--- src/design/rv_pkg.sv ---
// rv64 integer core shared definitions
// widths, opcodes, alu function codes and reset values
`default_nettype none

package rv_pkg;

    // data and instruction widths
    localparam int XLEN = 64;
    localparam int ILEN = 32;
    localparam int REG_IDX_W = 5;

    typedef logic [XLEN-1:0]      xlen_t;
    typedef logic [ILEN-1:0]      inst_t;
    typedef logic [REG_IDX_W-1:0] reg_idx_t;
    typedef logic [XLEN-1:0]      pc_t;
    typedef logic [2:0]           funct3_t;

    // major opcodes kept by the core
    typedef enum logic [6:0] {
        OP        = 7'b0110011,
        OP_IMM    = 7'b0010011,
        OP_32     = 7'b0111011,
        OP_IMM_32 = 7'b0011011,
        LUI       = 7'b0110111,
        AUIPC     = 7'b0010111
    } opcode_t;

    // alu function codes, taken from funct3
    localparam funct3_t F3_ADD  = 3'b000;
    localparam funct3_t F3_SLL  = 3'b001;
    localparam funct3_t F3_SLT  = 3'b010;
    localparam funct3_t F3_SLTU = 3'b011;
    localparam funct3_t F3_XOR  = 3'b100;
    localparam funct3_t F3_SR   = 3'b101;
    localparam funct3_t F3_OR   = 3'b110;
    localparam funct3_t F3_AND  = 3'b111;

    // addi x0, x0, 0
    localparam inst_t NOP_INST = 32'h0000_0013;

    localparam pc_t RESET_PC = 64'h0000_0000_8000_0000;

    // every strobed word is a full 32-bit instruction
    localparam int INST_BYTES = 4;

endpackage

`default_nettype wire

--- src/design/rv_if.sv ---
// pipeline stage interfaces
// decode to execute bundle and the writeback result
`timescale 1ns/10ps
`default_nettype none

interface id_ex_if
    import rv_pkg::*;
();
    inst_t ir;
    pc_t   pc;
    xlen_t rs1_data;
    xlen_t rs2_data;
    xlen_t imm;
    logic  valid;

    modport decode_mp  (output ir, pc, rs1_data, rs2_data, imm, valid);
    modport execute_mp (input  ir, pc, rs1_data, rs2_data, imm, valid);
endinterface

interface wb_if
    import rv_pkg::*;
();
    logic     valid;
    logic     we;
    reg_idx_t rd;
    xlen_t    data;
    pc_t      pc;

    modport source_mp (output valid, we, rd, data, pc);
    modport sink_mp   (input  valid, we, rd, data, pc);
endinterface

`default_nettype wire

--- src/design/rv_regfile.sv ---
// integer register file with x0 hard-wired to zero
// two read ports with write-through of the result being written
`timescale 1ns/10ps
`default_nettype none

module rv_regfile
    import rv_pkg::*;
(
    input  wire      c_clk,
    input  wire      c_rst_n,
    input  reg_idx_t rs1_i,
    input  reg_idx_t rs2_i,
    output xlen_t    rs1_data_o,
    output xlen_t    rs2_data_o,
    input  wire      we_i,
    input  reg_idx_t rd_i,
    input  xlen_t    rd_data_i
);

    xlen_t regs [31:1];

    always_ff @(posedge c_clk or negedge c_rst_n) begin
        if (!c_rst_n) begin
            for (int i = 1; i < 32; i++) begin
                regs[i] <= '0;
            end
        end else if (we_i && rd_i != '0) begin
            regs[rd_i] <= rd_data_i;
        end
    end

    function automatic xlen_t read_port(input reg_idx_t idx);
        xlen_t val;
        if (idx == '0) begin
            val = '0;
        end else if (we_i && idx == rd_i) begin
            // same-cycle write wins
            val = rd_data_i;
        end else begin
            val = regs[idx];
        end
        return val;
    endfunction

    always_comb begin
        rs1_data_o = read_port(rs1_i);
        rs2_data_o = read_port(rs2_i);
    end

endmodule

`default_nettype wire

--- src/design/rv_decode.sv ---
// decode stage with the program counter, decode register, register read
// and immediate formatting into the id_ex bundle
`timescale 1ns/10ps
`default_nettype none

module rv_decode
    import rv_pkg::*;
(
    input  wire              c_clk,
    input  wire              c_rst_n,
    input  wire              ins_valid_i,
    input  inst_t            ins_i,
    id_ex_if.decode_mp       id_ex,
    wb_if.sink_mp            wb
);

    pc_t   pc;
    pc_t   dec_pc;
    inst_t dec_ir;
    logic  dec_valid;

    xlen_t rs1_data;
    xlen_t rs2_data;
    xlen_t imm_fmt;
    logic  op_kept;

    // tag each strobed word with its address
    always_ff @(posedge c_clk or negedge c_rst_n) begin
        if (!c_rst_n) begin
            pc        <= RESET_PC;
            dec_valid <= 1'b0;
            dec_ir    <= NOP_INST;
        end else begin
            dec_valid <= ins_valid_i;
            if (ins_valid_i) begin
                dec_ir <= ins_i;
                pc     <= pc + pc_t'(INST_BYTES);
            end
        end
    end

    always_ff @(posedge c_clk) begin
        if (ins_valid_i) begin
            dec_pc <= pc;
        end
    end

    rv_regfile u_regfile (
        .c_clk      (c_clk),
        .c_rst_n    (c_rst_n),
        .rs1_i      (dec_ir[19:15]),
        .rs2_i      (dec_ir[24:20]),
        .rs1_data_o (rs1_data),
        .rs2_data_o (rs2_data),
        .we_i       (wb.valid && wb.we),
        .rd_i       (wb.rd),
        .rd_data_i  (wb.data)
    );

    // immediate format and opcode filter
    always_comb begin
        imm_fmt = '0;
        op_kept = 1'b1;
        case (dec_ir[6:0])
            OP_IMM, OP_IMM_32: begin
                imm_fmt = {{52{dec_ir[31]}}, dec_ir[31:20]};
            end
            LUI, AUIPC: begin
                imm_fmt = {{32{dec_ir[31]}}, dec_ir[31:12], 12'b0};
            end
            OP, OP_32: begin
                imm_fmt = '0;
            end
            default: begin
                op_kept = 1'b0;
            end
        endcase
    end

    always_ff @(posedge c_clk or negedge c_rst_n) begin
        if (!c_rst_n) begin
            id_ex.valid <= 1'b0;
        end else begin
            // unsupported opcodes become bubbles here
            id_ex.valid <= dec_valid && op_kept;
        end
    end

    always_ff @(posedge c_clk) begin
        id_ex.ir       <= dec_ir;
        id_ex.pc       <= dec_pc;
        id_ex.rs1_data <= rs1_data;
        id_ex.rs2_data <= rs2_data;
        id_ex.imm      <= imm_fmt;
    end

endmodule

`default_nettype wire

--- src/flat_wrapper.sv ---
// flat-port wrapper written by rule: the top's interface ports become plain ports
module rv_decode_flat import rv_pkg::*;
  (c_clk, c_rst_n, ins_valid_i, ins_i, id_ex_ir, id_ex_pc, id_ex_rs1_data, id_ex_rs2_data, id_ex_imm, id_ex_valid, wb_valid, wb_we, wb_rd, wb_data, wb_pc);
  id_ex_if id_ex_i ();
  wb_if wb_i ();
  input  wire c_clk;
  input  wire c_rst_n;
  input  wire ins_valid_i;
  input  inst_t ins_i;
  output wire logic [$bits(id_ex_i.ir)-1:0] id_ex_ir;
  output wire logic [$bits(id_ex_i.pc)-1:0] id_ex_pc;
  output wire logic [$bits(id_ex_i.rs1_data)-1:0] id_ex_rs1_data;
  output wire logic [$bits(id_ex_i.rs2_data)-1:0] id_ex_rs2_data;
  output wire logic [$bits(id_ex_i.imm)-1:0] id_ex_imm;
  output wire logic [$bits(id_ex_i.valid)-1:0] id_ex_valid;
  input wire logic [$bits(wb_i.valid)-1:0] wb_valid;
  input wire logic [$bits(wb_i.we)-1:0] wb_we;
  input wire logic [$bits(wb_i.rd)-1:0] wb_rd;
  input wire logic [$bits(wb_i.data)-1:0] wb_data;
  input wire logic [$bits(wb_i.pc)-1:0] wb_pc;
  assign id_ex_ir = id_ex_i.ir;
  assign id_ex_pc = id_ex_i.pc;
  assign id_ex_rs1_data = id_ex_i.rs1_data;
  assign id_ex_rs2_data = id_ex_i.rs2_data;
  assign id_ex_imm = id_ex_i.imm;
  assign id_ex_valid = id_ex_i.valid;
  assign wb_i.valid = wb_valid;
  assign wb_i.we = wb_we;
  assign wb_i.rd = wb_rd;
  assign wb_i.data = wb_data;
  assign wb_i.pc = wb_pc;
  rv_decode u_core (.c_clk(c_clk), .c_rst_n(c_rst_n), .ins_valid_i(ins_valid_i), .ins_i(ins_i), .id_ex(id_ex_i), .wb(wb_i));
endmodule
--- config.mk ---
export PLATFORM = sky130hd
export DESIGN_NAME = rv_decode_flat
export DESIGN_NICKNAME = d
export VERILOG_FILES = /design/src/design/rv_pkg.sv /design/src/design/rv_if.sv /design/src/design/rv_regfile.sv /design/src/design/rv_decode.sv /design/src/flat_wrapper.sv
export SDC_FILE = /design/constraint.sdc
export NUM_CORES = 2
export LEC_CHECK = 0
export BUFFER_PORTS_ARGS = -buffer_cell sky130_fd_sc_hd__buf_2
export CAP_MARGIN = 0
export CELL_PAD_IN_SITES_DETAIL_PLACEMENT = 2
export CELL_PAD_IN_SITES_GLOBAL_PLACEMENT = 2
export CORE_MARGIN = 5
export CORE_UTILIZATION = 25
export DETAILED_ROUTE_END_ITERATION = 6
export HOLD_SLACK_MARGIN = 0.1
export PLACE_DENSITY_LB_ADDON = 0.1
export SETUP_SLACK_MARGIN = 0.1
export SLEW_MARGIN = 40
export SYNTH_ARGS = -nofsm -noshare
export SYNTH_HDL_FRONTEND = slang
export SYNTH_HIERARCHICAL = 1
export SYNTH_SLANG_ARGS = --single-unit
--- constraint.sdc ---
create_clock -name c_clk -period 3.18 [get_ports c_clk]
set_input_delay 0.636 -clock c_clk [delete_from_list [all_inputs] [get_ports c_clk]]
set_output_delay 0.636 -clock c_clk [all_outputs]
set_load 0.01 [all_outputs]
Word level (Yosys, flattened, before mapping) --
Index checks and enable logic that the tools add are counted.
Cells by class: order comparisons 4, reduce and logical (&&, ||, !) cells 12, add/sub/neg operators 1, equal/unequal tests 8, multiplexer cells 11
Operator list (count):
- 1984-bit bitwise mux | 1
- 64-bit binary-select mux with 5-bit select | 2
- 64-bit demux with 5-bit select | 1
- 64-bit two-way mux | 5
- 64-bit case mux with 2 select lines | 1
- 64-bit by 3-bit adder with 64-bit output (second input constant) | 1
- 7-bit by 5-bit == test with 1-bit output (second input constant) | 3
- 7-bit by 6-bit == test with 1-bit output (second input constant) | 3
- 5-bit by 6-bit less-than comparator with 1-bit output (second input constant) | 3
- 5-bit == test | 2
- 5-bit logical NOT | 2
- 1-bit logical AND | 6
- 6-bit OR reduction | 1
- 5-bit by 1-bit >= comparator with 1-bit output (second input constant) | 1
- 5-bit nonzero test | 1
- 2-bit OR reduction | 2
- 1-bit two-way mux | 1
Storage, ports and cells: bits in registers 2434, output and inout port bits 289, word-level logic and storage cells 77, input port bits 170

Depth between registers and ports, before layout --
depth after elaboration 5, depth in mapped cells 10, gate-level depth less buffers 6

By module --
The synthesis kept the hierarchy.
By module, submodules not included:
- rv_regfile | sequential area each 49647.6 sq um, instances 1, cells each 7532, area an instance 107241.6 sq um
- rv_decode | sequential area each 9354.0 sq um, instances 1, cells each 723, area an instance 11571.1 sq um

Worst setup path after synthesis --
OpenSTA, ideal clock, no wires.
path type input port to flip-flop, start point in wb_valid, end point reg u_core/u_regfile/regs[1219] in the netlist's numbering, stages 7, setup slack 664 ps, library setup time 125 ps, buffers on the path 3, data arrival time 2392 ps, cell sequence and2_1 buf_2 or3b_2 buf_2 nor2_2 buf_6 mux2_2
Between the ends: longest elaborated chain between the ends 2
Ends and longest elaborated chain:
- start: declaration | line flat_wrapper.sv:16 | input wire logic [$bits(wb_i.valid)-1:0] wb_valid;
- 1-bit logical AND | line rv_decode.sv:55 | .we_i (wb.valid && wb.we),
- 1-bit logical AND | line rv_regfile.sv:27 | end else if (we_i && rd_i != '0) begin
- end signal: indexed assignment | line rv_regfile.sv:28 | regs[rd_i] <= rd_data_i;
- end: declaration | line rv_regfile.sv:20 | xlen_t regs [31:1];
No other way between the ends. A chain may end at the register's enable or synchronous reset.

Worst setup path in the final report --
start point reg u_core.dec_ir[15], end point reg u_core.id_ex.rs1_data[29]
Between the ends: longest elaborated chain between the ends 3
Ends and longest elaborated chain:
- start: declaration | line rv_decode.sv:19 | inst_t dec_ir;
- start signal: assignment | line rv_decode.sv:36 | dec_ir <= ins_i;
- 64-bit binary-select mux with 5-bit select / 5-bit == test (equally long branches) | line rv_regfile.sv:40, rv_regfile.sv:36
- 64-bit two-way mux (not written as such) / 1-bit logical AND (equally long branches) | line rv_regfile.sv:40, rv_regfile.sv:36
- 64-bit two-way mux | line rv_regfile.sv:36 | end else if (we_i && idx == rd_i) begin
- end: declaration | line rv_if.sv:16 | modport decode_mp (output ir, pc, rs1_data, rs2_data, imm, valid);
Several ways; a longest one is shown, not always the timed one. The select of a mux whose other input is x is not followed.

==> flow_summary.ini <==
[status]
status = finished clean

[worst_setup_path]
crit_path_max_fanout = 22
slowest_stage = mux4_2
cpPeakStageDelay_ns = 0.52
startpoint_type = register
cp.required_ns = 4.01
worstSetupPathType = reg2reg
cp_cell_sequence = buf_12 > buf_12 > buf_4 > mux4_2 > a22oi_1 > o21ai_0 > a211oi_1 > buf_4 > nor3_1
worstPathArrival_ns = 3.81
end_kind = register

[synth]
seq_area_frac_synth = 0.4966
syn_area_per_cell_um2 = 14.39
synth_top_cell_by_area = dfrtp_1
synth_most_common_cell = mux2_2
synth_top_area_frac = 0.4372
ys_ff_latch = 2396
synth_ff_type = dfrtp_1
ys_top_cells_by_count = 2216 x mux2_2, 2076 x dfrtp_1, 827 x mux4_2
yosysWarnings = 6
ys_top_cells_by_area = dfrtp_1 44%, mux2_2 21%, mux4_2 16%
ys_types = 62
synth_area_mm2 = 0.1188
syn_inst = 8255
synth_edf_count = 62
async_reset_ff_frac = 0.8681

[timing]
finalSetupTns_ns = 0
hold_viol = 0
skew_ns = 0.03130
fin_crit_ns = 2.984
slew_violations = 0
setup_violations = 0
clock.fmax_ghz = 0.3352
fin_crit_sh = 0.9383
tightest_slew_ns = 0.8478
rsz0062_at_grt = false
max-slew-margin-rel = 0.4305

[grt]
grt_antenna_before_repair = 59
grt_pass1_vias = 88910
grt-ovfl-total = 0
grt_pass1_wl_um = 738300
grt_usage = 0.2103
grt_max_degree = 106

[layout]
fin_nets = 8958
fillers = 48570
fin_area_mm2 = 0.1441
drive_gt1_frac = 0.5213
post-route-util = 0.3038
area_growth_pct = 21.26

[floorplan]
die_h_um = 699.4
boundaryPins = 459
core-area_mm2 = 0.4742
initial_core_util = 0.2506
dieArea_mm2 = 0.4891
chipWidth_um = 699.4
rows = 253

[placement]
numPortBuffers = 392
routabilityCongestion = 0.7662
dp_hpwl_um = 333000
dpl-instance-area_mm2 = 0.1329

[drt]
wirelength_um = 525000
drt-initial-drc-count = 4324
drtAntennaViolNets = 0
via_count = 79050
drc = 0
viasPerCell = 5.165
first_pass_iters = 5
routedWlPerCell_um = 34.30

[clocking]
cts_setup_buffers = 0
cts-root-buf = clkbuf_16
cts_tree = done
cts_num_sinks = 2396
clk_latency_ns = 0.95
clk_pin_slew_worst_paths_ns = 0.08
cts_max_level = 5
cts_buffers = 318
clock_path_buffers = 4

[power_and_ir_drop]
powerDensity_mw_per_mm2 = 638.0
vdd_drop_max_mv = 0.4615
p_leak_nw = 63.06

[hold_path]
hold_class = in2reg

[run]
cap_viol_max_count = 0
[worst max-delay path: cells and delay by family (launching register included)]
kind	cells	cell delay [ns]
compound gates	3	0.68
buf+inv	4	1.00
flops	1	0.51
mux	1	0.52
simple gates	1	0.05
[metrics by stage]
step / setup WS [ns] / total power [mW] / instances / hold slack (ns)
detailed placement: -0.1766 / 55.72 / 14670 / 0.3279
CTS: 0.04776 / 93.70 / 15290 / 0.1002
floorplan: 0.6638 / 47.71 / 8256 / 0.3233
finish: 0.1963 / 91.92 / 15310 / 0.1891
global route: 0.1052 / 96.26 / 15300 / 0.1386
global placement: -0.2933 / 55.03 / 14670 / 0.3287
[where the power goes]
part	internal [mW]	switching, mW
clock network	21.8	15.2
registers	34.5	2.98
logic	8.82	8.68
total	65.1	26.8
[logic make-up (layout without fill, tap and decap cells)]
family          count (synthesis)  after routing  share of synthesized area
mux                          3184           3184                     0.3787
compound gates                767            767                    0.04611
simple gates                  945            945                    0.03770
flops                        2396           2396                     0.4966
fa+ha+maj                       1              1                  0.0001053
buf+inv                       890           1680                    0.03555
xor+xnor                       71             71                   0.005234
other cells                     1             16                 0.00003156
[state kept, by name (all words and copies together), names as in the netlist]
register	count
u_core/u_regfile/regs	1984
u_core/id_ex.valid	1
u_core/dec_pc	62
u_core/id_ex.pc	62
u_core/id_ex.ir	32
u_core/dec_valid	1
u_core/pc	62
u_core/id_ex.imm	32
u_core/id_ex.rs1_data	64
u_core/dec_ir	32
u_core/id_ex.rs2_data	64
[final timing paths]
| path | depth (start not counted) | slack, ns | from | endpoint |
|---|---|---|---|---|
| min in group asynchronous | 3 | 0.73 | c_rst_n | u_core/u_regfile/regs[1340]$_DFFE_PN0P_ |
| setup reg to reg | 9 | 0.20 | u_core/dec_ir[15]$_DFFE_PN0P_ | u_core/id_ex.rs1_data[29]$_DFF_P_ |
| hold / removal | 3 | 0.19 | wb_data[39] | u_core/id_ex.rs2_data[39]$_DFF_P_ |
| max in group asynchronous | 4 | 1.15 | c_rst_n | u_core/pc[34]$_DFFE_PN0P_ |
| setup / recovery | 9 | 0.20 | u_core/dec_ir[15]$_DFFE_PN0P_ | u_core/id_ex.rs1_data[29]$_DFF_P_ |
| hold reg to reg | 0 | 0.34 | u_core/dec_pc[2]$_DFFE_PP_ | u_core/id_ex.pc[2]$_DFF_P_ |
[placed cells by master, fill, tap and decap left out, types with 17 or more instances in the layout]
cell type / count
a211oi_1: 133
a211oi_2: 26
a21o_1: 19
a21oi_1: 90
a221o_1: 41
a221oi_1: 95
a22o_1: 41
a22oi_1: 55
a31oi_1: 42
buf_12: 255
buf_2: 390
buf_4: 400
clkbuf_1: 74
clkbuf_16: 324
clkbuf_8: 77
clkinv_2: 57
dfrtp_1: 2066
dfxtp_1: 253
dlygate4sd3_1: 44
edfxtp_1: 62
mux2_2: 2216
mux2i_1: 141
mux4_2: 827
nand2_1: 150
nand2_4: 17
nand3_1: 17
nand4_1: 18
nor2_1: 368
nor2_4: 18
nor2b_1: 66
nor3_1: 139
nor4_1: 76
o21ai_0: 142
o221ai_1: 30
o22ai_1: 36
xnor2_1: 27
xor2_1: 44
[area by class of cell]
class                   count  area, um2  share of cell area
well taps                6247       7816             0.05425
clock buffers             475       9445             0.06556
flip-flops and latches   2396      59040              0.4098
clock inverters           104       1174            0.008146
multi-input cells        4970      56000              0.3887
diodes                     14      35.03           0.0002432
repair buffers           1090      10510             0.07296
inverters                  11      48.80           0.0003387
[layer usage]
layer,track usage,wire length (um)
met3,0.02616,18340
met4,0.05239,13990
met2,0.3534,254400
met5,0,104
met1,0.2870,238200
[timing repair]
item / CTS / global route
endpoints found under the hold margin: 553 / 0
resized for setup: 4 / 3
hold buffers: 44 / 0
pin swaps: 0 / 1
setup endpoints to repair: 4 / 5
(Power assumes the default switching activity.)
